<file path="config.mk">
export PLATFORM = sky130hd
export DESIGN_NAME = icache_set_ram
export DESIGN_NICKNAME = d
export VERILOG_FILES = /design/src/source/icache_pkg.sv /design/src/source/icache_set_ram.sv
export VERILOG_INCLUDE_DIRS = /design/src /design/src/source
export SDC_FILE = /design/constraint.sdc
export NUM_CORES = 1
export LEC_CHECK = 0
export ABC_AREA = 1
export ABC_CLOCK_PERIOD_IN_PS = 1080
export BUFFER_PORTS_ARGS = -buffer_cell sky130_fd_sc_hd__buf_2
export CORE_MARGIN = 8
export CORE_UTILIZATION = 61
export DETAILED_ROUTE_END_ITERATION = 10
export PLACE_DENSITY = 0.79
export SETUP_SLACK_MARGIN = 0.15
export SYNTH_ARGS = -nofsm -noshare
export SYNTH_HDL_FRONTEND = slang
export SYNTH_SLANG_ARGS = --single-unit
</file>
<file path="constraint.sdc">
create_clock -name clk -period 1.08 [get_ports clk]
set_input_delay 0.162 -clock clk [delete_from_list [all_inputs] [get_ports clk]]
set_output_delay 0.162 -clock clk [all_outputs]
set_load 0.005 [all_outputs]
</file>
<file path="src/source/icache_config.svh">
`ifndef ICACHE_CONFIG_SVH
`define ICACHE_CONFIG_SVH

// set index bits, 16 sets
`define INDEX_WIDTH 4

// word-in-line bits, four words per line
`define OFFSET_WIDTH 2

// two ways; LRU bit and way select are built for two
`define WAYS 2

// returned in place of a flushed fetch
`define NOP_INST 32'h0340_0000

`endif

</file>
<file path="src/source/icache_pkg.sv">
`default_nettype none

`include "icache_config.svh"

package icache_pkg;

    //////////////////////////////
    // geometry
    //////////////////////////////

    localparam int TAG_W      = 32 - `INDEX_WIDTH - `OFFSET_WIDTH - 2;
    localparam int LINE_WORDS = 1 << `OFFSET_WIDTH;

    typedef logic [31:0] word_t;                  // one instruction
    typedef word_t [LINE_WORDS-1:0] line_t;       // word 0 in the low bits

    typedef logic [`INDEX_WIDTH-1:0] index_t;

    // byte address as seen by the cache
    typedef struct packed {
        logic [TAG_W-1:0]         tag;
        index_t                   index;
        logic [`OFFSET_WIDTH-1:0] offset;         // word within line
        logic [1:0]               byte_sel;       // always zero for fetches
    } fetch_addr_t;

    //////////////////////////////
    // array entries and control
    //////////////////////////////

    typedef struct packed {
        logic             valid;
        logic [TAG_W-1:0] tag;
    } tagv_t;

    // from the pipeline
    typedef struct packed {
        logic stall;                              // fetch stage cannot take a word
        logic flush;                              // drop the fetch in lookup
    } pipe_ctrl_t;

    // one bit per way, for hits and write enables
    typedef logic [`WAYS-1:0] way_mask_t;

endpackage

`default_nettype wire

</file>
<file path="src/source/icache_set_ram.sv">
`timescale 1ns/1ps
`default_nettype none

module icache_set_ram #(
    parameter type entry_t        = logic [31:0],
    parameter bit  CLEAR_ON_RESET = 1'b0
) (
    input  wire logic                clk,
    input  wire logic                rstn,
    input  wire icache_pkg::index_t  rd_index,
    input  wire logic                we,
    input  wire icache_pkg::index_t  wr_index,
    input  wire entry_t              wr_data,
    output entry_t                   rd_data
);
    import icache_pkg::*;

    localparam int SETS = 1 << $bits(index_t);

    entry_t mem [SETS];

    generate
        if (CLEAR_ON_RESET) begin : g_clear
            // tag arrays start all invalid
            always_ff @(posedge clk or negedge rstn) begin
                if (!rstn) begin
                    for (int i = 0; i < SETS; i++) begin
                        mem[i] <= '0;
                    end
                end else if (we) begin
                    mem[wr_index] <= wr_data;
                end
            end
        end else begin : g_plain
            always_ff @(posedge clk) begin
                if (we) mem[wr_index] <= wr_data;
            end
        end
    endgenerate

    // registered read, new data wins when both hit the same set
    always_ff @(posedge clk or negedge rstn) begin
        if (!rstn) begin
            rd_data <= '0;
        end else if (we && (wr_index == rd_index)) begin
            rd_data <= wr_data;   // refill seen by a lookup of the same set
        end else begin
            rd_data <= mem[rd_index];
        end
    end

endmodule

`default_nettype wire

</file>
Word-level counts from Yosys, hierarchy flattened --
Memories as Yosys holds them, arrays and structs flattened. A register that Yosys moved wholly into a read port is not among the register bits. Index checks and enable logic that the tools add are counted.
Operators by class: multiplexer cells 2, reductions and logical operators 1
Operators by type and width (number):
- 1-bit two-way mux | 2
- 1-bit logical NOT | 1
Word-level totals: logic and storage cells 4, bits in registers 0, bits in writable memories 512, memories 1, bits of input ports 43, output and inout bits 32
Memory list:
- mem | words 16, bits a word 32, rd ports 1, clocked after memory_dff 1, wr ports 1, RTL line icache_set_ram.sv:20 | entry_t mem [SETS];

Depth between registers and ports, before layout --
Gate-level depths: netlist of run 1.
depth in word-level cells 2, gate-level depth with buffers 12, mapped depth without buffers 9

Least setup slack after synthesis of run 1 --
No wires, ideal clock.
path kind input port to flip-flop, from input port wr_index[0], to memory mem[10][0] (netlist bit) (enable), arrival time 1.745 ns, required time 0.659 ns, stages on the path 3, buffers on the path 0, setup slack -1.086 ns, setup time 0.421 ns, cell sequence inv_1 -> nand2_1 -> nor2_1
RTL lines:
- start, declared | RTL line icache_set_ram.sv:12 | input wire icache_pkg::index_t wr_index,
- end, declared | RTL line icache_set_ram.sv:20
No word-level cell before the write port.

Worst setup path in the final report of run 1 --
from register rd_data[6] (netlist bit), read port of mem, to output port rd_data[6] (netlist bit)
RTL lines:
- start, declared | RTL line icache_set_ram.sv:14 | output entry_t rd_data
No word-level cell between the ends.

==> metrics.csv, run 1 <==
metric,value,unit
vias,15450,
cp.required,920,ps
synthArstFlopShare,5.882,%
fp.dieH,206.3,um
area_growth,19.99,%
start_util,61.96,%
rr_startpoint,mem[1][5],
setup_tns,-5983,ps
regArea,16180,um^2
cp-start-kind,register,
synth_most_common_cell,nand2_1,
n_fill_cell,2082,
drv_slew,0,
clock_path_buffers,3,
root_buffer,clkbuf_16,
drv_cap,0,
synth_cell_types,19,
p_sw_share,22.83,%
synth-seq-area-share,73.22,%
synth_fp_nets,1912,
critPathSlowestCell,dfrtp_1,
clk_latency,610,ps
diodes,0,
power.leakage,10.12,nW
ant_nets,0,
critical_path_arrival,1180,ps
rr_worst_depth,8,
cts_buffers,52,
r2r_end,rd_data[5],
holdCritPathClass,in -> async,
p_comb_share,8.1,%
fp.dieW,206.3,um
crit_fanout,1,
synth.top_cells.by_count,"nand2_1 (745), edfxtp_1 (512), nand3_1 (386)",
crit_path_end_kind,output port,
routed_wirelength,58.78,mm
grt_max_degree,67,
cp.depth,1,
hold_viol_final,0,
p_seq_share,52.0,%
drc_errors,0,
reg2reg_slack,0,ps
multi_input_area,5722,um^2
finalCritPeriodShare,124.7,%
drtPass1Iterations,6,
yosys-top-cells-area,"edfxtp_1 (70%), nand2_1 (13%), nand3_1 (8.7%), dfrtp_1 (3.6%), buf_2 (1.6%)",
grt_pass1_vias,15790,
synth_top_area_cell,edfxtp_1,
layout.cells.non_filler,2520,
grt_usage,27.75,%
critical_path_class,reg -> out,
cpLargestDelayFamily,flip-flops,
grt_pass1_wl,88.95,mm
finClkSkew,24.41,ps
p_int,35.31,mW
ys.flop_type,edfxtp_1,
clk_pin_slew,70,ps
portBuffers,74,
dp_cells,2389,
ioPinCount,75,
yosysTopAreaCellShare,69.59,%
h-tree-depth,2,
fin_ws,-266.7,ps
dieArea,42560,um^2
nets,2058,
p_per_area,1726,nW/um^2
row_count,69,
ys_warn_count,0,
p_sw,10.44,mW
status,finished with violations,
synth_edf_count,512,
violations,setup timing,
holdWs,77.69,ps
coreArea,35660,um^2
cp_num_buf_inv,1,
viasPerCell,6.131,
cts.sinks,544,
cts_tree,yes,
period_minus_slack,1347,ps
antenna_found_initial,1,
hpwl,31.81,mm
avgSynthCellArea,11.82,um^2
tightestPinTransition,356.8,ps
slowest_delay,430,ps
grt-ovfl-total,0,
synth_area,22090,um^2
pwr-share-clk,39.9,%
max_slew_margin,76.22,%
fmax,0.7426,GHz
cp_cell_sequence,buf_2,
synthCells,1869,
ys_ff_latch,544,
ir_worst_vdd,1.633,mV
gp_congestion,0.8325,
drt_iter0_drc,1782,
wl_per_cell,23.33,um
postCtsSetupBuffers,0,
dp_slack,-358.8,ps
setup_viol_count_final,32,
drive_above_1_share,19.86,%
rsz0062_at_grt,true,
[cell type report]
cell class	instances	area share [%]
Timing Repair Buffer	210	8.283
Clock inverter	22	0.8637
Tap cell	461	2.176
Clock buffer	76	5.669
Inverter	20	0.4059
Multi-Input combinational cell	1187	21.58
Sequential cell	544	61.02
[cells by family after synthesis]
family	synth area share, %
AND/OR/NAND/NOR	22.66
flip-flops	73.22
buffers and inverters	3.970
AO/OA/AOI/OAI	0.1529
[metal layers]
metal  wire (um)  part of all wire, %  track usage (%)  vias to the layer above
met2       28650                   49            45.90                     1042
met1       21160                   36            34.80                     7374
met3        6213                   11            5.705                      217
met4        2745                  4.7            13.62                        2
met5          13                0.022                0                        -
li1            -                    -                -                     6816
[power groups by stage]
stage / Sequential, mW / Clock, mW / Combinational [mW]
floorplan: 24.2 / 0 / 1.92
global placement: 24.2 / 0 / 3.25
detailed placement: 24.2 / 0 / 3.36
CTS: 23.8 / 18.3 / 3.54
global route: 23.8 / 19.2 / 3.99
finish: 23.8 / 18.3 / 3.70
[cells in the final DEF (no fill, tap or decap)]
master	synthesis	routed
nand2_2	0	42
clkbuf_8	0	9
buf_6	29	1
edfxtp_1	512	512
inv_12	0	1
clkinv_2	0	12
buf_4	10	47
clkbuf_1	2	14
clkinv_16	0	1
bufinv_16	0	3
o21ai_2	0	1
inv_4	2	1
a21oi_4	0	2
nor2_4	0	18
inv_6	0	3
buf_12	0	57
nand3_4	0	2
nand2_1	745	698
nand3_2	1	73
clkinvlp_4	0	3
o22ai_1	1	1
clkbuf_16	0	53
o21ai_0	1	1
buf_2	70	72
nand2_4	0	5
nand3_1	386	312
clkinv_8	0	1
dfrtp_1	32	32
clkinv_4	0	1
nand4_1	32	32
inv_2	0	1
dlygate4sd3_1	0	33
clkinv_1	0	2
inv_1	18	13
[repair_timing]
action	CTS	global route
resized for setup	35	78
hold endpoints to repair	576	0
endpoints found under the setup margin	64	64
hold buffers	33	0
pin swaps	176	128
[registers in the layout, indices dropped and copies added (netlist names)]
name and cells:
mem 512, rd_data 32
[worst max path at each step]
stage | startpoint | endpoint | slack [ps]
global route | rd_data[6] | rd_data[6] | -280
detailed placement | wr_index[2] | mem[4][26] | -360
global placement | wr_index[2] | mem[4][21] | -340
CTS | rd_data[6] | rd_data[6] | -270
floorplan | wr_index[2] | mem[5][0] | -220
finish | rd_data[6] | rd_data[6] | -270
[metrics by stage]
step           util, %  area (um^2)  total power, mW
2_1_floorplan        -        22490            26.12
3_3_place_gp     67.27        23980            27.47
3_5_place_dp     67.27        23980            27.59
4_1_cts          73.48        26200            45.64
5_1_grt          74.35        26510            47.05
6_report         74.35        26510            45.75
No activity file was read; power rests on OpenSTA's default activity.
==> run 2, diff against run 1 <==
--- a/config.mk
+++ b/config.mk
@@ -10,9 +10,9 @@
 export ABC_CLOCK_PERIOD_IN_PS = 1080
 export BUFFER_PORTS_ARGS = -buffer_cell sky130_fd_sc_hd__buf_2
 export CORE_MARGIN = 8
-export CORE_UTILIZATION = 61
+export CORE_UTILIZATION = 62
 export DETAILED_ROUTE_END_ITERATION = 10
-export PLACE_DENSITY = 0.79
+export PLACE_DENSITY = 0.8
 export SETUP_SLACK_MARGIN = 0.15
 export SYNTH_ARGS = -nofsm -noshare
 export SYNTH_HDL_FRONTEND = slang
==> run 2 against run 1 <==
Compared with the run above: the run still ends with setup timing left; sequential share of layout area fell by 1.1 points; sequential power about the same; setup slack improved by 71 ps; non-clock buffer count is 19 higher; hold slack lost 62 ps; final cell count grew 0.63%; largest cell class unchanged; design area up 1.8%; first-iteration DRC count increased by 23%; largest power group unchanged.
==> metrics.csv, run 2 (synthesized netlist as in run 1, its figures left out) <==
metric,value,unit
status,finished with violations,
violations,setup timing,
start_util,62.57,%
gp_congestion,0.8210,
layout.cells.non_filler,2536,
grt_usage,28.06,%
cts_tree,yes,
crit_fanout,1,
fp.dieW,204.8,um
critPathSlowestCell,dfrtp_1,
rsz0062_at_grt,true,
final_common_cell,nand2_1,
dieArea,41930,um^2
top_usage_layer,met2,
dp_cells,2411,
p_comb_share,8.7,%
crit_path_end_kind,output port,
layout_common_cells,"nand2_1 (677), edfxtp_1 (512), nand3_1 (277), nand3_2 (108), buf_2 (72)",
portBuffers,74,
tightestPinTransition,644.5,ps
root_buffer,clkbuf_16,
wl_per_cell,23.85,um
drc_errors,0,
hold_viol_final,0,
p_sw_share,22.58,%
routed_wirelength,60.49,mm
antenna_found_initial,0,
diodes,0,
finalCritPeriodShare,118.1,%
slowest_delay,400,ps
grt-ovfl-total,0,
p_int,35.52,mW
nets,2077,
hpwl,33.57,mm
p_total,45.88,mW
drive_above_1_share,23.47,%
pwr-share-clk,39.4,%
dp_slack,-392.2,ps
fmax,0.7839,GHz
cts.sinks,544,
max_slew_margin,57.04,%
clk_latency,580,ps
final_core_util,76.44,%
setup_tns,-5129,ps
clk_pin_slew,60,ps
h-tree-depth,2,
cp_cell_sequence,buf_2,
critical_path_arrival,1110,ps
drv_cap,0,
drtPass1Iterations,6,
fin_ws,-195.7,ps
p_seq_share,51.8,%
final_area,26990,um^2
holdCritPathClass,in -> reg,
drv_slew,0,
largest_register,mem,
grt_pass1_vias,15710,
period_minus_slack,1276,ps
grtUsageMet3,5.281,%
p_per_area,1700,nW/um^2
clock_path_buffers,3,
grt_max_degree,78,
cp-start-kind,register,
cpLargestDelayFamily,flip-flops,
placed_area,24300,um^2
area_growth,22.17,%
power.leakage,10.32,nW
largest_reg_flops,512,
setup_viol_count_final,43,
grt_use_met1,37.78,%
postCtsSetupBuffers,0,
grt_pass1_wl,90.04,mm
cp_num_buf_inv,1,
fp.dieH,204.8,um
cts_buffers,52,
reg.largest.list,"mem: 512 flops, rd_data: 32 flops",
ioPinCount,75,
critical_path_class,reg -> out,
use_met2,45.00,%
holdWs,15.21,ps
cp.required,920,ps
row_count,69,
ant_nets,0,
vias,15930,
viasPerCell,6.280,
ir_worst_vdd,1.302,mV
finClkSkew,11.86,ps
p_sw,10.36,mW
coreArea,35310,um^2
drt_iter0_drc,2196,
[run 2: repair_timing]
action                                  CTS  global route
hold buffers                             30             0
gates resized for setup                  49           121
endpoints found under the setup margin   64            64
pin swaps                               193           187
cloned                                    0             0
hold endpoints to repair                449             0
[run 2: worst paths after layout]
kind,startpoint,endpoint,slack (ps),cells after the start
hold reg to reg,mem[4][13],rd_data[13],780,8
setup reg to reg,mem[7][0],rd_data[0],-110,8
hold / removal,wr_data[17],mem[6][17],20,1
setup / recovery,rd_data[7],rd_data[7],-200,1
max in group asynchronous,rstn,rd_data[22],530,3
min in group asynchronous,rstn,rd_data[5],30,2
[run 2: metal layers]
metal	part of all wire, %	vias up
li1	-	6843
met1	36	7652
met2	48	1228
met3	12	202
met4	3.5	0
met5	0	-
[run 2: area by class of cell]
type | instances | area [um^2]
flip-flops and latches | 544 | 16180
fillers | 1934 | 8320
multi-input cells | 1187 | 5949
repair buffers | 229 | 2481
clock buffers | 73 | 1481
well taps | 461 | 576.8
clock inverters | 22 | 217.7
inverters | 20 | 107.6
[run 2: power groups by stage]
| stage | logic, mW | clock network [mW] | registers, mW |
|---|---|---|---|
| 4_1_cts | 3.74 | 18.1 | 23.8 |
| 5_1_grt | 4.28 | 18.9 | 23.8 |
| 6_report | 4.00 | 18.1 | 23.8 |
| 3_3_place_gp | 3.43 | 0 | 24.2 |
| 3_5_place_dp | 3.55 | 0 | 24.2 |
| 2_1_floorplan | 1.92 | 0 | 24.2 |
==> run 3, diff against run 2 <==
--- a/config.mk
+++ b/config.mk
@@ -10,9 +10,9 @@
 export ABC_CLOCK_PERIOD_IN_PS = 1080
 export BUFFER_PORTS_ARGS = -buffer_cell sky130_fd_sc_hd__buf_2
 export CORE_MARGIN = 8
-export CORE_UTILIZATION = 62
+export CORE_UTILIZATION = 40
 export DETAILED_ROUTE_END_ITERATION = 10
-export PLACE_DENSITY = 0.8
+export PLACE_DENSITY = 0.66
 export SETUP_SLACK_MARGIN = 0.15
 export SYNTH_ARGS = -nofsm -noshare
 export SYNTH_HDL_FRONTEND = slang
==> run 3 against run 2 <==
Compared with the run above: fmax shrank 5.6%; the flow still finishes with violations (setup timing); sequential share of layout area shrank 0.15 points; first-iteration DRC count shrank 34%; wire length shrank 3.6%; count of clock-buffer cells in the layout shrank 5; clock power grew 3%; critical path depth is the same; sequential cell count is the same.
==> metrics.csv, run 3 (synthesized netlist as in run 1, its figures left out) <==
metric,value,unit
postCtsSetupBuffers,0,
reg.largest.list,"mem: 512 flops, rd_data: 32 flops",
crit_fanout,1,
root_buffer,clkbuf_16,
reg2reg_slack,10,ps
grt-ovfl-total,0,
final_common_cell,nand2_1,
cp.depth,1,
largest_register,mem,
largest_reg_flops,512,
drv_cap,0,
grt_usage,18.23,%
rsz0062_at_grt,true,
p_comb_share,8.2,%
crit_path_end_kind,output port,
ant_nets,0,
fmax,0.7398,GHz
drc_errors,0,
p_per_area,1705,nW/um^2
grt_max_degree,35,
max_slew_margin,76.21,%
finClkSkew,33.79,ps
p_seq_share,51.5,%
power.leakage,10.23,nW
layout_common_cells,"nand2_1 (717), edfxtp_1 (512), nand3_1 (314), nand3_2 (71), buf_2 (71)",
fp.dieH,251.0,um
gp_congestion,0.7819,
holdWs,73.84,ps
critical_path_class,reg -> out,
cp-start-kind,register,
cp_num_buf_inv,1,
clk_latency,610,ps
nets,2079,
drtPass1Iterations,5,
fin_ws,-271.8,ps
wl_per_cell,20.93,um
clk_pin_slew,60,ps
antenna_found_initial,2,
portBuffers,74,
vias,14830,
h-tree-depth,2,
finalCritPeriodShare,125.2,%
final_core_util,49.30,%
clock_path_buffers,3,
status,finished with violations,
grt_pass1_wl,88.95,mm
area_growth,22.47,%
fp.dieW,251.0,um
grt_pass1_vias,14570,
drive_above_1_share,19.31,%
setup_viol_count_final,32,
cpLargestDelayFamily,flip-flops,
cp.required,920,ps
setup_tns,-5633,ps
pwr-share-clk,40.3,%
coreArea,54880,um^2
row_count,86,
ir_worst_vdd,1.413,mV
violations,setup timing,
hpwl,34.39,mm
hold_viol_final,0,
drt_iter0_drc,1453,
cts_tree,yes,
start_util,40.26,%
tightestPinTransition,356.9,ps
period_minus_slack,1352,ps
p_int,35.63,mW
cts.sinks,544,
p_sw,10.51,mW
cp_cell_sequence,buf_2,
critical_path_arrival,1190,ps
routed_wirelength,58.33,mm
ioPinCount,75,
cts_buffers,54,
rr_worst_depth,8,
slowest_delay,430,ps
p_sw_share,22.78,%
viasPerCell,5.321,
critPathSlowestCell,dfrtp_1,
holdCritPathClass,in -> async,
drv_slew,0,
dieArea,63010,um^2
[run 3: cell count changes in the layout (fill, tap and decap cells not counted), sizes merged]
cell         change
clkinv           +7
clkbuf           -5
inv              +4
buf              -3
dlygate4sd3      +3
bufinv           +1
diode            +1
[run 3: layout make-up]
| type | instances | area, um^2 |
|---|---|---|
| Antenna cell | 1 | 2.502 |
| Clock buffer | 68 | 1444 |
| Clock inverter | 34 | 312.8 |
| Fill cell | 4698 | 27820 |
| Inverter | 20 | 107.6 |
| Multi-Input combinational cell | 1187 | 5664 |
| Sequential cell | 544 | 16180 |
| Tap cell | 704 | 880.8 |
| Timing Repair Buffer | 229 | 2470 |
[run 3: final timing paths]
kind / from / end
setup / recovery: rd_data[7] / rd_data[7]
min in group clk: rd_index[3] / rd_data[8]
hold reg to reg: mem[0][13] / rd_data[13]
setup reg to reg: mem[2][23] / rd_data[23]
max in group asynchronous: rstn / rd_data[15]
hold / removal: rstn / rd_data[0]
[run 3: what timing repair did]
item,in CTS,in global routing
endpoints found under the hold margin,575,0
hold buffers,33,0
setup endpoints to repair,64,64
pin swaps,199,131
gates resized for setup,35,59
[run 3: through the flow]
step	cells	power, mW	setup WS (ps)	instance area, um^2
after floorplan	1869	26.12	-223.9	22490
after global placement	2651	27.67	-356.0	24560
after detailed placement	2651	27.74	-373.4	24560
after CTS	2786	46.36	-309.0	26800
after global routing	2786	47.60	-313.7	27050
final	2787	46.14	-271.8	27060
[run 3: power groups by stage]
stage                     sequential (mW)  combinational, mW  clock, mW
final                                23.8               3.77       18.6
after global routing                 23.8               4.12       19.7
after CTS                            23.8               3.70       18.9
after detailed placement             24.2               3.53          0
after global placement               24.2               3.47          0
after floorplan                      24.2               1.92          0
[run 3: routing by layer]
metal	GRT usage [%]	vias up	wire, um
met5	0	-	13
met1	25.03	7251	24690
met2	29.17	616	27460
li1	-	6867	-
met3	4.007	95	4769
met4	4.938	2	1400
