===== src/source/icache_config.svh =====
`ifndef ICACHE_CONFIG_SVH
`define ICACHE_CONFIG_SVH

// set index bits, 16 sets
`define INDEX_WIDTH 4

// word-in-line bits, four words per line
`define OFFSET_WIDTH 2

// two ways; LRU bit and way select are built for two
`define WAYS 2

// returned in place of a flushed fetch
`define NOP_INST 32'h0340_0000

`endif


===== src/source/icache_pkg.sv =====
`default_nettype none

`include "icache_config.svh"

package icache_pkg;

    //////////////////////////////
    // geometry
    //////////////////////////////

    localparam int TAG_W      = 32 - `INDEX_WIDTH - `OFFSET_WIDTH - 2;
    localparam int LINE_WORDS = 1 << `OFFSET_WIDTH;

    typedef logic [31:0] word_t;                  // one instruction
    typedef word_t [LINE_WORDS-1:0] line_t;       // word 0 in the low bits

    typedef logic [`INDEX_WIDTH-1:0] index_t;

    // byte address as seen by the cache
    typedef struct packed {
        logic [TAG_W-1:0]         tag;
        index_t                   index;
        logic [`OFFSET_WIDTH-1:0] offset;         // word within line
        logic [1:0]               byte_sel;       // always zero for fetches
    } fetch_addr_t;

    //////////////////////////////
    // array entries and control
    //////////////////////////////

    typedef struct packed {
        logic             valid;
        logic [TAG_W-1:0] tag;
    } tagv_t;

    // from the pipeline
    typedef struct packed {
        logic stall;                              // fetch stage cannot take a word
        logic flush;                              // drop the fetch in lookup
    } pipe_ctrl_t;

    // one bit per way, for hits and write enables
    typedef logic [`WAYS-1:0] way_mask_t;

endpackage

`default_nettype wire


===== src/source/icache_lru.sv =====
`timescale 1ns/1ps
`default_nettype none

module icache_lru (
    input  wire logic               clk,
    input  wire logic               rstn,
    input  wire icache_pkg::index_t index,
    input  wire logic               use0,
    input  wire logic               use1,
    output logic                    victim
);
    import icache_pkg::*;

    localparam int SETS = 1 << $bits(index_t);

    logic [SETS-1:0] lru_bits;   // 1 means way 1 is least recent

    assign victim = lru_bits[index];

    always_ff @(posedge clk or negedge rstn) begin
        if (!rstn) begin
            lru_bits <= '0;
        end else if (use0) begin
            lru_bits[index] <= 1'b1;   // way 0 just used
        end else if (use1) begin
            lru_bits[index] <= 1'b0;
        end
    end

endmodule

`default_nettype wire


===== config.mk =====
export PLATFORM = sky130hd
export DESIGN_NAME = icache_lru
export DESIGN_NICKNAME = d
export VERILOG_FILES = /design/src/source/icache_pkg.sv /design/src/source/icache_lru.sv
export VERILOG_INCLUDE_DIRS = /design/src /design/src/source
export SDC_FILE = /design/constraint.sdc
export NUM_CORES = 1
export LEC_CHECK = 0
export BUFFER_PORTS_ARGS = -buffer_cell sky130_fd_sc_hd__buf_4
export CAP_MARGIN = 10
export CORE_UTILIZATION = 50
export CTS_CLUSTER_SIZE = 30
export DETAILED_ROUTE_END_ITERATION = 7
export GPL_TIMING_DRIVEN = 0
export PLACE_DENSITY_LB_ADDON = 0.25
export SYNTH_ARGS = -nofsm -noshare
export SYNTH_HDL_FRONTEND = slang
export SYNTH_SLANG_ARGS = --single-unit

===== constraint.sdc =====
create_clock -name clk -period 1.5 [get_ports clk]
set_input_delay 0.075 -clock clk [delete_from_list [all_inputs] [get_ports clk]]
set_output_delay 0.075 -clock clk [all_outputs]
set_load 0.05 [all_outputs]

# Word level (Yosys, flattened, before mapping)
# Cells that the tools add are included.
# op_classes
n_mux	6
shift	0
mul	0
n_div	0
add_sub_neg	0
eq_ne	0
n_reduce_logical	2
magnitude_cmp	2
bitwise	3
# ops
operator	count
$mux 16	2
$and 16x16->16	1
$not 16->16	1
$or 16x16->16	1
$lt 4x5->1 const B	1
$bmux 1 s4	1
$demux 1 s4	1
$ge 4x1->1 const B	1
$mux 1	2
$reduce_bool 2->1	1
$logic_and 1x1->1	1
# word_totals
ff_bits	16
out_inout_bits	1
latchBits	0
input_bits	8
word_cells	14
rom_bits	0
mem_count	0
mem_bits_rw	0

# Longest topological paths before layout
# Gate-level depths: netlist of run 1.
# depth
depth_word	8
ltp_mapped	4

# Worst setup path after synthesis of run 1
# OpenSTA, ideal clock, no wires.
# synth_timing
kind	register to output
startpoint	reg (tool-made name)
endpoint	out victim
required_time_ps	1425
path_slack_ps	45
arrival_ps	1380
path_buffers	0
stages_incl_launch_ff	4
path_cell_list	dfrtp_1 mux4_2 a22oi_2 nand3_1
# synth_rtl
element	line	rtl
end, declared	icache_lru.sv:10	output logic victim

==> results by group, run 1 <==
Run status
  • Outcome: complete, but fails checks
  • Violated checks: setup timing

Routing
  • DRC Markers: 0
  • Drt first pass iters: 6
  • Drt wl/cell: 16.0 um
  • Iter 0 DRT Violations: 9
  • Vias per Instance: 5.97
  • WL final: 1.59 mm
  • Post-route antenna net violation count: 0
  • Vias: 591

Logic synthesis
  • Synth warnings: 0
  • Cell count after synthesis: 73
  • Post-Syn Nets: 81
  • Seq/Total Area, Yosys: 45.1%
  • Yosys top cell by area: dfrtp_1
  • Cell variety after synth: 21
  • Top cell type's share of synthesized area: 45.1%
  • Post-synthesis average cell area: 12.2 um^2
  • Synth Cell Area: 887 um^2
  • Seq cells post-synth: 16
  • Top cells by area, synth: dfrtp_1 (45%), mux2_2 (20%), mux4_1 (5.9%), mux4_2 (5.1%), nor3_1 (3.9%)

Floorplanning
  • # rows: 14
  • Top Ports: 9
  • Core footprint: 0.00158 mm^2
  • Die X: 44.1 um
  • Die height: 44.1 um
  • Initial Utilization: 56.3%
  • Die Area: 0.00195 mm^2

Layout
  • # diodes: 0
  • Most frequent cells in the layout: mux2_2 (16), dfrtp_1 (16), nor3_1 (7)
  • Synthesis-to-finish area growth: 11.4%
  • Final core occ: 62.7%
  • Footprint of the multi-input gates: 447 um^2
  • Nets: 93
  • Fill cells: 131
  • Register Area: 400 um^2
  • Share of cells above drive strength 1: 42.2%

Clock tree
  • CTS tree: yes
  • CTS clk-pin slew, worst paths: 0.09 ns
  • H-Tree Depth: 1
  • Clock Path Buffers: 2
  • Clk Tree Root Cell: clkbuf_4
  • TritonCTS Buffers: 3
  • Clock sink count: 16
  • Worst-Skew Late Latency: 0.28 ns
  • Post-CTS Setup Inserts: 0

Global routing
  • Global-route wire length before repair: 2.73 mm
  • Number of global-route vias before repair: 616
  • Largest net degree at the start of global routing: 17
  • Initial antenna violation count: 0
  • Grt ovf: 0
  • Global Route Usage Sum: 19.2%

Power
  • Switching Share: 27.2%
  • Clock power share: 20.3%
  • Maximum VDD drop: 0.644 mV
  • Logic gate share of total power: 26.9%
  • Pint: 797 uW
  • Sequential power share: 52.8%
  • Pwr per Cell Area: 1110 mW/mm^2
  • Switching power: 298 uW
  • Pleak: 0.000409 uW

Place
  • # port buffers: 6
  • Post-DP HPWL: 1.15 mm
  • Placer Congestion: 0.782
  • Place WS: 0.114 ns

STA
  • RSZ-0062 raised after global routing: true
  • Max-slew headroom: 61.5%
  • Worst-margin pin slew: 0.572 ns
  • Worst Skew: 0 ns
  • Max Clock Freq: 0.600 GHz
  • Final slew viol count: 0
  • Final critical-path required period: 1.67 ns
  • Setup ws final: -0.167 ns
  • Setup-failing EPs final: 1
  • Final period utilization: 111%
  • Hold Fails Final Rpt: 0

Critical path
  • WP data required: 1.42 ns
  • R2R Setup Slk: 0.74 ns
  • Critical Path AT: 1.59 ns
  • Worst Setup End Kind: output pin
  • CP max-delay cell: mux4_2
  • Startpoint class of the critical path: register
  • Slowest Stage Delay on Critical Path: 0.49 ns
  • CP max FO: 2
  • Critical path class: register to output pin
  • Cell Chain, Critical Path: mux4_2, a22oi_2, nand3_1, buf_6

Run
  • Max-cap viol count: 0

Worst hold path
  • Hold crit path type: primary input to async pin
[repair_timing]
item	CTS	global route
pin swaps	1	0
resized for setup	1	0
endpoints found under the setup margin	1	1
hold buffers	1	0
hold endpoints to repair	16	0
gates cloned	0	0
[power by group through the flow]
| stage | clock network (uW) | logic [uW] | registers [uW] |
|---|---|---|---|
| finish | 222 | 294 | 578 |
| global placement | 0 | 283 | 585 |
| detailed placement | 0 | 291 | 589 |
| global route | 241 | 323 | 591 |
| CTS | 228 | 298 | 580 |
| floorplan | 0 | 230 | 572 |
[synthesized netlist by cell type (all sizes together)]
cell / count
nor3: 7
dfrtp: 16
nand4: 1
nor2b: 2
o211ai: 1
o21bai: 1
buf: 5
mux4: 4
nand3: 5
nand2: 2
o21ai: 1
o21ba: 1
clkbuf: 2
a22oi: 1
nor2: 4
nor4: 2
mux2: 16
nand2b: 2
[critical path, delay by kind of cell (launching register included)]
family	cells	cell delay, ns
buf+inv	1	0.17
flops	1	0.38
compound gates	1	0.17
mux	1	0.49
simple gates	1	0.11
[routing by layer]
layer  GRT usage (%)  share of wire [%]  routed length [um]  vias to the layer above
li1                -                  -                   -                      289
met2            29.7                 45                 714                       15
met4            7.27               0.76                  12                        0
met3            2.45                3.0                  48                        2
met1            27.8                 51                 811                      285
met5               0                  0                   0                        -
[path summary, 6_finish.rpt]
kind | startpoint | endpoint | depth (start not counted)
min in group clk | index[0] | register | 3
hold reg to reg | register | register | 1
max in group asynchronous | rstn | async pin | 2
setup / recovery | register | victim | 4
setup reg to reg | register | register | 1
hold / removal | rstn | async pin | 2
[through the flow]
| step | instance area [um^2] | total power [uW] | TNS (ns) | std cells | hold slack (ns) |
|---|---|---|---|---|---|
| final | 988 | 1090 | -0.167 | 99 | 0.178 |
| after global routing | 988 | 1150 | -0.218 | 99 | 0.195 |
| after floorplan | 887 | 802 | 0 | 73 | -0.221 |
| after global placement | 952 | 868 | 0 | 95 | -0.0587 |
| after detailed placement | 952 | 880 | 0 | 95 | -0.0533 |
| after CTS | 988 | 1110 | -0.189 | 99 | 0.183 |
[area by class of cell]
type,instances,area share [%]
multi-input cells,50,45.2
flip-flops and latches,16,40.5
well taps,16,2.03
repair buffers,7,5.95
clock buffers,3,2.28
plain buffers,7,4.05
[kinds of logic after synthesis]
logic type,after synthesis,share of synthesized area [%]
muxes,20,31.3
and+or+nand+nor,25,14.2
DFF,16,45.1
buffers and inverters,7,4.51
AOI/OAI and AO/OA,5,4.80
Power figures use the tool's default switching activity.
==> inputs of run 2 (changes only) <==
--- a/config.mk
+++ b/config.mk
@@ -6,6 +6,7 @@
 export SDC_FILE = /design/constraint.sdc
 export NUM_CORES = 1
 export LEC_CHECK = 0
+export ABC_AREA = 1
 export BUFFER_PORTS_ARGS = -buffer_cell sky130_fd_sc_hd__buf_4
 export CAP_MARGIN = 10
 export CORE_UTILIZATION = 50
@@ -13,6 +14,7 @@
 export DETAILED_ROUTE_END_ITERATION = 7
 export GPL_TIMING_DRIVEN = 0
 export PLACE_DENSITY_LB_ADDON = 0.25
+export SKIP_LAST_GASP = 1
 export SYNTH_ARGS = -nofsm -noshare
 export SYNTH_HDL_FRONTEND = slang
 export SYNTH_SLANG_ARGS = --single-unit
==> run 2 against run 1 <==
The flow now finishes without violations. Utilization grew 0.95 points. Clock skew is the same. Clock power grew 29%. Final cell count grew 57%. Largest cell class unchanged. Largest power group unchanged. Highest routed layer unchanged.
==> results by group, run 2 <==
Power
  • Maximum VDD drop: 0.616 mV (was 0.644 mV)
  • Pleak: 0.000524 uW (was 0.000409 uW)
  • Pwr per Cell Area: 1110 mW/mm^2 (about the same)

STA
  • Final slew viol count: 0 (unchanged)
  • Hold Slack: 0.141 ns (was 0.178 ns)
  • RSZ-0062 raised after global routing: false (was true)
  • Worst-margin pin slew: 0.524 ns (was 0.572 ns)
  • Setup ws final: 0.147 ns (was -0.167 ns)
  • Final critical-path required period: 1.35 ns (was 1.67 ns)
  • Max-slew headroom: 64.9% (was 61.5%)
  • Setup TNS: 0 ns (was -0.167 ns)
  • Final period utilization: 90.2% (was 111%)
  • Max Clock Freq: 0.739 GHz (was 0.600 GHz)
  • Worst Skew: 0 ns (unchanged)
  • Setup-failing EPs final: 0 (was 1)
  • Hold Fails Final Rpt: 0 (unchanged)

Place
  • Post-DP HPWL: 1.26 mm (was 1.15 mm)
  • Place WS: 0.399 ns (was 0.114 ns)
  • # port buffers: 8 (was 6)
  • Placer Congestion: 0.809 (was 0.782)

Floorplanning
  • # rows: 14 (unchanged)
  • Die Area: 0.00193 mm^2 (was 0.00195 mm^2)
  • Die X: 43.9 um (was 44.1 um)
  • Core footprint: 0.00158 mm^2 (unchanged)
  • Die height: 43.9 um (was 44.1 um)
  • Top Ports: 9 (unchanged)
  • Initial Utilization: 55.6% (was 56.3%)

Logic synthesis
  • Cell count after synthesis: 126 (was 73)
  • Synth Cell Area: 877 um^2 (was 887 um^2)
  • Top cells by area, synth: dfrtp_1 (46%), nand2_1 (33%), o21ai_0 (4.6%), o21ai_1 (4.6%), nor3_4 (3.7%) (was dfrtp_1 (45%), mux2_2 (20%), mux4_1 (5.9%), mux4_2 (5.1%), nor3_1 (3.9%))
  • Seq/Total Area, Yosys: 45.6% (was 45.1%)
  • Post-synthesis average cell area: 6.96 um^2 (was 12.2 um^2)
  • Post-synth EDFFs: 0 (unchanged)
  • Seq cells post-synth: 16 (unchanged)
  • Top cell type's share of synthesized area: 45.6% (was 45.1%)
  • Asr flop ratio synth: 100% (unchanged)
  • Top_reg_cell synth: dfrtp_1 (unchanged)
  • Synth warnings: 0 (unchanged)
  • Top-count cell post-synth: nand2_1
  • Most frequent cells after synthesis: nand2_1 (76), dfrtp_1 (16), o21ai_0 (8), o21ai_1 (8), inv_1 (6) (was dfrtp_1 (16), mux2_2 (16), nor3_1 (7), nand3_1 (5))
  • Post-Syn Nets: 134 (was 81)
  • Yosys top cell by area: dfrtp_1 (unchanged)
  • Cell variety after synth: 12 (was 21)

Critical path
  • Startpoint class of the critical path: register (unchanged)
  • Cell mode on critical path: nand2_1
  • Critical Path AT: 1.28 ns (was 1.59 ns)
  • Critical path class: register to output pin (unchanged)
  • CP max FO: 2 (unchanged)
  • Slowest Stage Delay on Critical Path: 0.40 ns (was 0.49 ns)
  • Cell Chain, Critical Path: nand2_1, nand2_1, nand2_1, nand2_1, nand2_1, nand2_1, inv_1, nand2_1, buf_4 (was mux4_2, a22oi_2, nand3_1, buf_6)
  • WP data required: 1.42 ns (about the same)
  • CP max-delay cell: dfrtp_1 (was mux4_2)
  • Worst Setup End Kind: output pin (unchanged)

Global routing
  • Number of global-route vias before repair: 704 (was 616)
  • Grt ovf: 0 (unchanged)
  • Global Route Usage Sum: 22.2% (was 19.2%)
  • Largest net degree at the start of global routing: 17 (unchanged)
  • Global-route wire length before repair: 3.06 mm (was 2.73 mm)
  • Initial antenna violation count: 0 (unchanged)

Clock tree
  • Worst-Skew Late Latency: 0.29 ns (was 0.28 ns)
  • Clock Path Buffers: 2 (unchanged)
  • Clock sink count: 16 (unchanged)
  • CTS clk-pin slew, worst paths: 0.09 ns (about the same)
  • Hold_buf cts: 1 (unchanged)
  • H-Tree Depth: 1 (unchanged)
  • Post-CTS Setup Inserts: 0 (unchanged)
  • TritonCTS Buffers: 3 (unchanged)
  • CTS tree: yes (unchanged)
  • Clk Tree Root Cell: clkbuf_4 (unchanged)
  • Post-CTS Resized: 0 (was 1)

Routing
  • Iter 0 DRT Violations: 26 (was 9)
  • WL final: 1.85 mm (was 1.59 mm)
  • Vias per Instance: 5.30 (was 5.97)
  • Vias: 821 (was 591)
  • Post-route antenna net violation count: 0 (unchanged)
  • Drt first pass iters: 4 (was 6)
  • DRC Markers: 0 (unchanged)
  • Drt wl/cell: 12.0 um (was 16.0 um)

Layout
  • Synthesis-to-finish area growth: 14.4% (was 11.4%)
  • Share of cells above drive strength 1: 13.7% (was 42.2%)
  • Final core occ: 63.7% (was 62.7%)
  • Most frequent cells in the layout: nand2_1 (76), dfrtp_1 (16), buf_4 (9) (was mux2_2 (16), dfrtp_1 (16), nor3_1 (7))
  • Nets: 148 (was 93)
  • Fill cells: 138 (was 131)
  • # diodes: 0 (unchanged)
  • Commonest non-fill, non-tap cell in the layout: nand2_1

Run status
  • Outcome: finished, final reports clean (was complete, but fails checks)

Worst hold path
  • Hold crit path type: primary input to register (was primary input to async pin)

Run
  • Max-cap viol count: 0 (unchanged)
run 2: cell types whose count changed after synthesis, moves of 4 or more:
cell	change
buf_2	-4
inv_1	+6
mux2_2	-16
nand2_1	+74
nand3_1	-5
nor3_1	-7
o21ai_0	+7
o21ai_1	+8
run 2: worst paths after layout:
kind / from / endpoint / slack [ns] / depth (start not counted)
max: register / victim / 0.15 / 9
min: use0 / register / 0.14 / 3
max reg2reg: register / register / 0.83 / 2
min reg2reg: register / register / 0.49 / 2
max in group asynchronous: rstn / async pin / 1.15 / 2
min in group asynchronous: rstn / async pin / 0.17 / 2
run 2: layout make-up:
cell class              count  area, um^2  area share (%)
inverters                   8        32.5            3.24
plain buffers               2        11.3            1.12
repair buffers              9        70.1            6.98
clock buffers               4        36.3            3.62
multi-input cells         100         433            43.1
well taps                  16        20.0            2.00
flip-flops and latches     16         400            39.9
run 2: critical path, delay by kind of cell (launching register included):
family | cells | cell delay (ns)
DFF | 1 | 0.40
and+or+nand+nor | 7 | 0.36
buffers and inverters | 2 | 0.22
run 2: logic make-up after synthesis:
group | Yosys count | synth area share [%]
and+or+nand+nor | 84 | 40.2
buffers and inverters | 10 | 4.99
DFF | 16 | 45.6
AOI/OAI and AO/OA | 16 | 9.13
run 2: power breakdown:
part	internal (uW)	switching, uW
clock network	148	139
registers	520	46.1
logic	104	160
run 2: per-layer routing:
layer	wire length [um]	global-route usage, %	share of wire (%)	vias up
met5	0	0	0	-
met4	42	10.9	2.3	0
met3	114	2.50	6.2	5
met2	818	33.4	44	29
met1	877	31.9	47	367
li1	-	-	-	420
run 2: metrics by stage:
stage / area [um^2] / std cells / total power (uW)
after global routing: 1000 / 155 / 1190
after CTS: 1000 / 155 / 1130
after floorplan: 877 / 126 / 755
after global placement: 957 / 150 / 823
final: 1000 / 155 / 1120
after detailed placement: 957 / 150 / 836
==> inputs of run 3 (changes only) <==
--- a/config.mk
+++ b/config.mk
@@ -13,7 +13,7 @@
 export CTS_CLUSTER_SIZE = 30
 export DETAILED_ROUTE_END_ITERATION = 7
 export GPL_TIMING_DRIVEN = 0
-export PLACE_DENSITY_LB_ADDON = 0.25
+export PLACE_DENSITY_LB_ADDON = 0.2
 export SKIP_LAST_GASP = 1
 export SYNTH_ARGS = -nofsm -noshare
 export SYNTH_HDL_FRONTEND = slang
==> run 3 against run 2 <==
Global-route usage rose by 0.71 points. Clock skew did not move. Flip-flop and latch count did not move. Utilization did not move. Highest routed layer unchanged. Total power fell by 0.18%.
==> results by group, run 3 (synthesis gave the netlist of run 2 again) <==
Floorplanning
  • Die Area: 0.00193 mm^2 (unchanged)
  • Die height: 43.9 um (unchanged)
  • Die X: 43.9 um (unchanged)
  • Core footprint: 0.00158 mm^2 (unchanged)
  • Initial Utilization: 55.6% (unchanged)
  • # rows: 14 (unchanged)
  • Top Ports: 9 (unchanged)

Place
  • # port buffers: 8 (unchanged)
  • Placed instance count: 150 (unchanged)
  • DP Area: 957 um^2 (unchanged)
  • Placer Congestion: 0.826 (was 0.809)
  • Post-DP HPWL: 1.29 mm (was 1.26 mm)

Global routing
  • Largest net degree at the start of global routing: 17 (unchanged)
  • Global Route Usage Sum: 22.9% (was 22.2%)
  • Grt ovf: 0 (unchanged)
  • Global-route wire length before repair: 3.19 mm (was 3.06 mm)
  • Initial antenna violation count: 0 (unchanged)
  • Number of global-route vias before repair: 770 (was 704)

Layout
  • Commonest non-fill, non-tap cell in the layout: nand2_1 (unchanged)
  • Post-Layout Cell Count: 155 (unchanged)
  • Nets: 148 (unchanged)
  • Synthesis-to-finish area growth: 14.4% (unchanged)
  • Register Area: 400 um^2 (unchanged)
  • Fill cells: 139 (was 138)
  • # diodes: 0 (unchanged)
  • Final core occ: 63.7% (unchanged)
  • Footprint of the multi-input gates: 433 um^2 (unchanged)
  • Post-route cell area: 0.00100 mm^2 (unchanged)
  • Share of cells above drive strength 1: 13.7% (unchanged)
  • Most frequent cells in the layout: nand2_1 (76), dfrtp_1 (16), buf_4 (9) (unchanged)

Clock tree
  • H-Tree Depth: 1 (unchanged)
  • CTS clk-pin slew, worst paths: 0.09 ns (about the same)
  • Post-CTS Setup Inserts: 0 (unchanged)
  • Clk Tree Root Cell: clkbuf_4 (unchanged)
  • Worst-Skew Late Latency: 0.29 ns (about the same)
  • Clock sink count: 16 (unchanged)
  • CTS tree: yes (unchanged)
  • Clock Path Buffers: 2 (unchanged)
  • TritonCTS Buffers: 3 (unchanged)

STA
  • Final period utilization: 91.0% (was 90.2%)
  • Final slew viol count: 0 (unchanged)
  • Worst Skew: 0 ns (unchanged)
  • Setup-failing EPs final: 0 (unchanged)
  • Hold Slack: 0.143 ns (was 0.141 ns)
  • Setup TNS: 0 ns (unchanged)
  • Max Clock Freq: 0.733 GHz (was 0.739 GHz)
  • Hold Fails Final Rpt: 0 (unchanged)
  • Final critical-path required period: 1.36 ns (was 1.35 ns)
  • Worst-margin pin slew: 0.543 ns (was 0.524 ns)
  • Max-slew headroom: 63.6% (was 64.9%)
  • RSZ-0062 raised after global routing: false (unchanged)

Critical path
  • WP data required: 1.42 ns (about the same)
  • R2R Setup Slk: 0.84 ns (was 0.83 ns)
  • Critical path class: register to output pin (unchanged)
  • CP max FO: 2 (unchanged)
  • Worst Setup End Kind: output pin (unchanged)
  • Critical Path AT: 1.29 ns (was 1.28 ns)
  • Startpoint class of the critical path: register (unchanged)

Run
  • Max-cap viol count: 0 (unchanged)

Power
  • Maximum VDD drop: 0.761 mV (was 0.616 mV)
  • Pwr per Cell Area: 1110 mW/mm^2 (about the same)
  • Pleak: 0.000524 uW (unchanged)

Routing
  • WL final: 1.77 mm (was 1.85 mm)
  • Drt wl/cell: 11.4 um (was 12.0 um)
  • Post-route antenna net violation count: 0 (unchanged)
  • Iter 0 DRT Violations: 21 (was 26)
  • Drt first pass iters: 4 (unchanged)
  • DRC Markers: 0 (unchanged)
  • Vias per Instance: 5.11 (was 5.30)
  • Vias: 792 (was 821)

Run status
  • Outcome: finished, final reports clean (unchanged)

Worst hold path
  • Hold crit path type: primary input to register (unchanged)
-- run 3: cell counts in the layout (fill, tap and decap cells not counted) --
No cell type changed its count.
-- run 3: per-stage QoR --
stage	total power [uW]	worst slack [ns]
after CTS	1130	0.132
after global placement	825	0.420
after floorplan	755	0.448
after detailed placement	838	0.417
final	1120	0.136
after global routing	1190	0.0369
-- run 3: path summary, 6_finish.rpt --
kind	start	endpoint	cells past startpoint
worst max-delay path	register	victim	9
worst min-delay path	index[2]	register	4
worst max register to register	register	register	2
worst min register to register	register	register	2
max in group asynchronous	rstn	async pin	2
min in group asynchronous	rstn	async pin	2
-- run 3: report_power, final --
part           internal (uW)  total [uW]  switching, uW  leakage (uW)
clock network            148         286            138     0.0000210
logic                    104         262            158      0.000301
registers                520         568           48.3      0.000202
-- run 3: worst max-delay path, cell delays in order, from the launching register on --
cell,delay [ns]
dfrtp_1,0.40
nand2_1,0.07
nand2_1,0.05
nand2_1,0.06
nand2_1,0.05
nand2_1,0.05
nand2_1,0.05
inv_1,0.04
nand2_1,0.05
buf_4,0.18
-- run 3: area by class of cell --
type                            count  share of cell area [%]
Sequential cell                    16                    39.9
Tap cell                           16                    2.00
Clock buffer                        4                    3.62
Multi-Input combinational cell    100                    43.1
Timing Repair Buffer                9                    6.98
Buffer                              2                    1.12
Inverter                            8                    3.24
-- run 3: routing by layer --
metal	part of all wire, %	vias up	track usage, %
li1	-	416	-
met5	0	-	0
met4	2.6	0	15.2
met2	46	16	35.5
met3	3.6	5	2.50
met1	48	355	30.2
-- run 3: what timing repair did --
action | in CTS | in global routing
hold buffers | 1 | 0
endpoints found under the hold margin | 16 | 0
resized for setup | 0 | 0
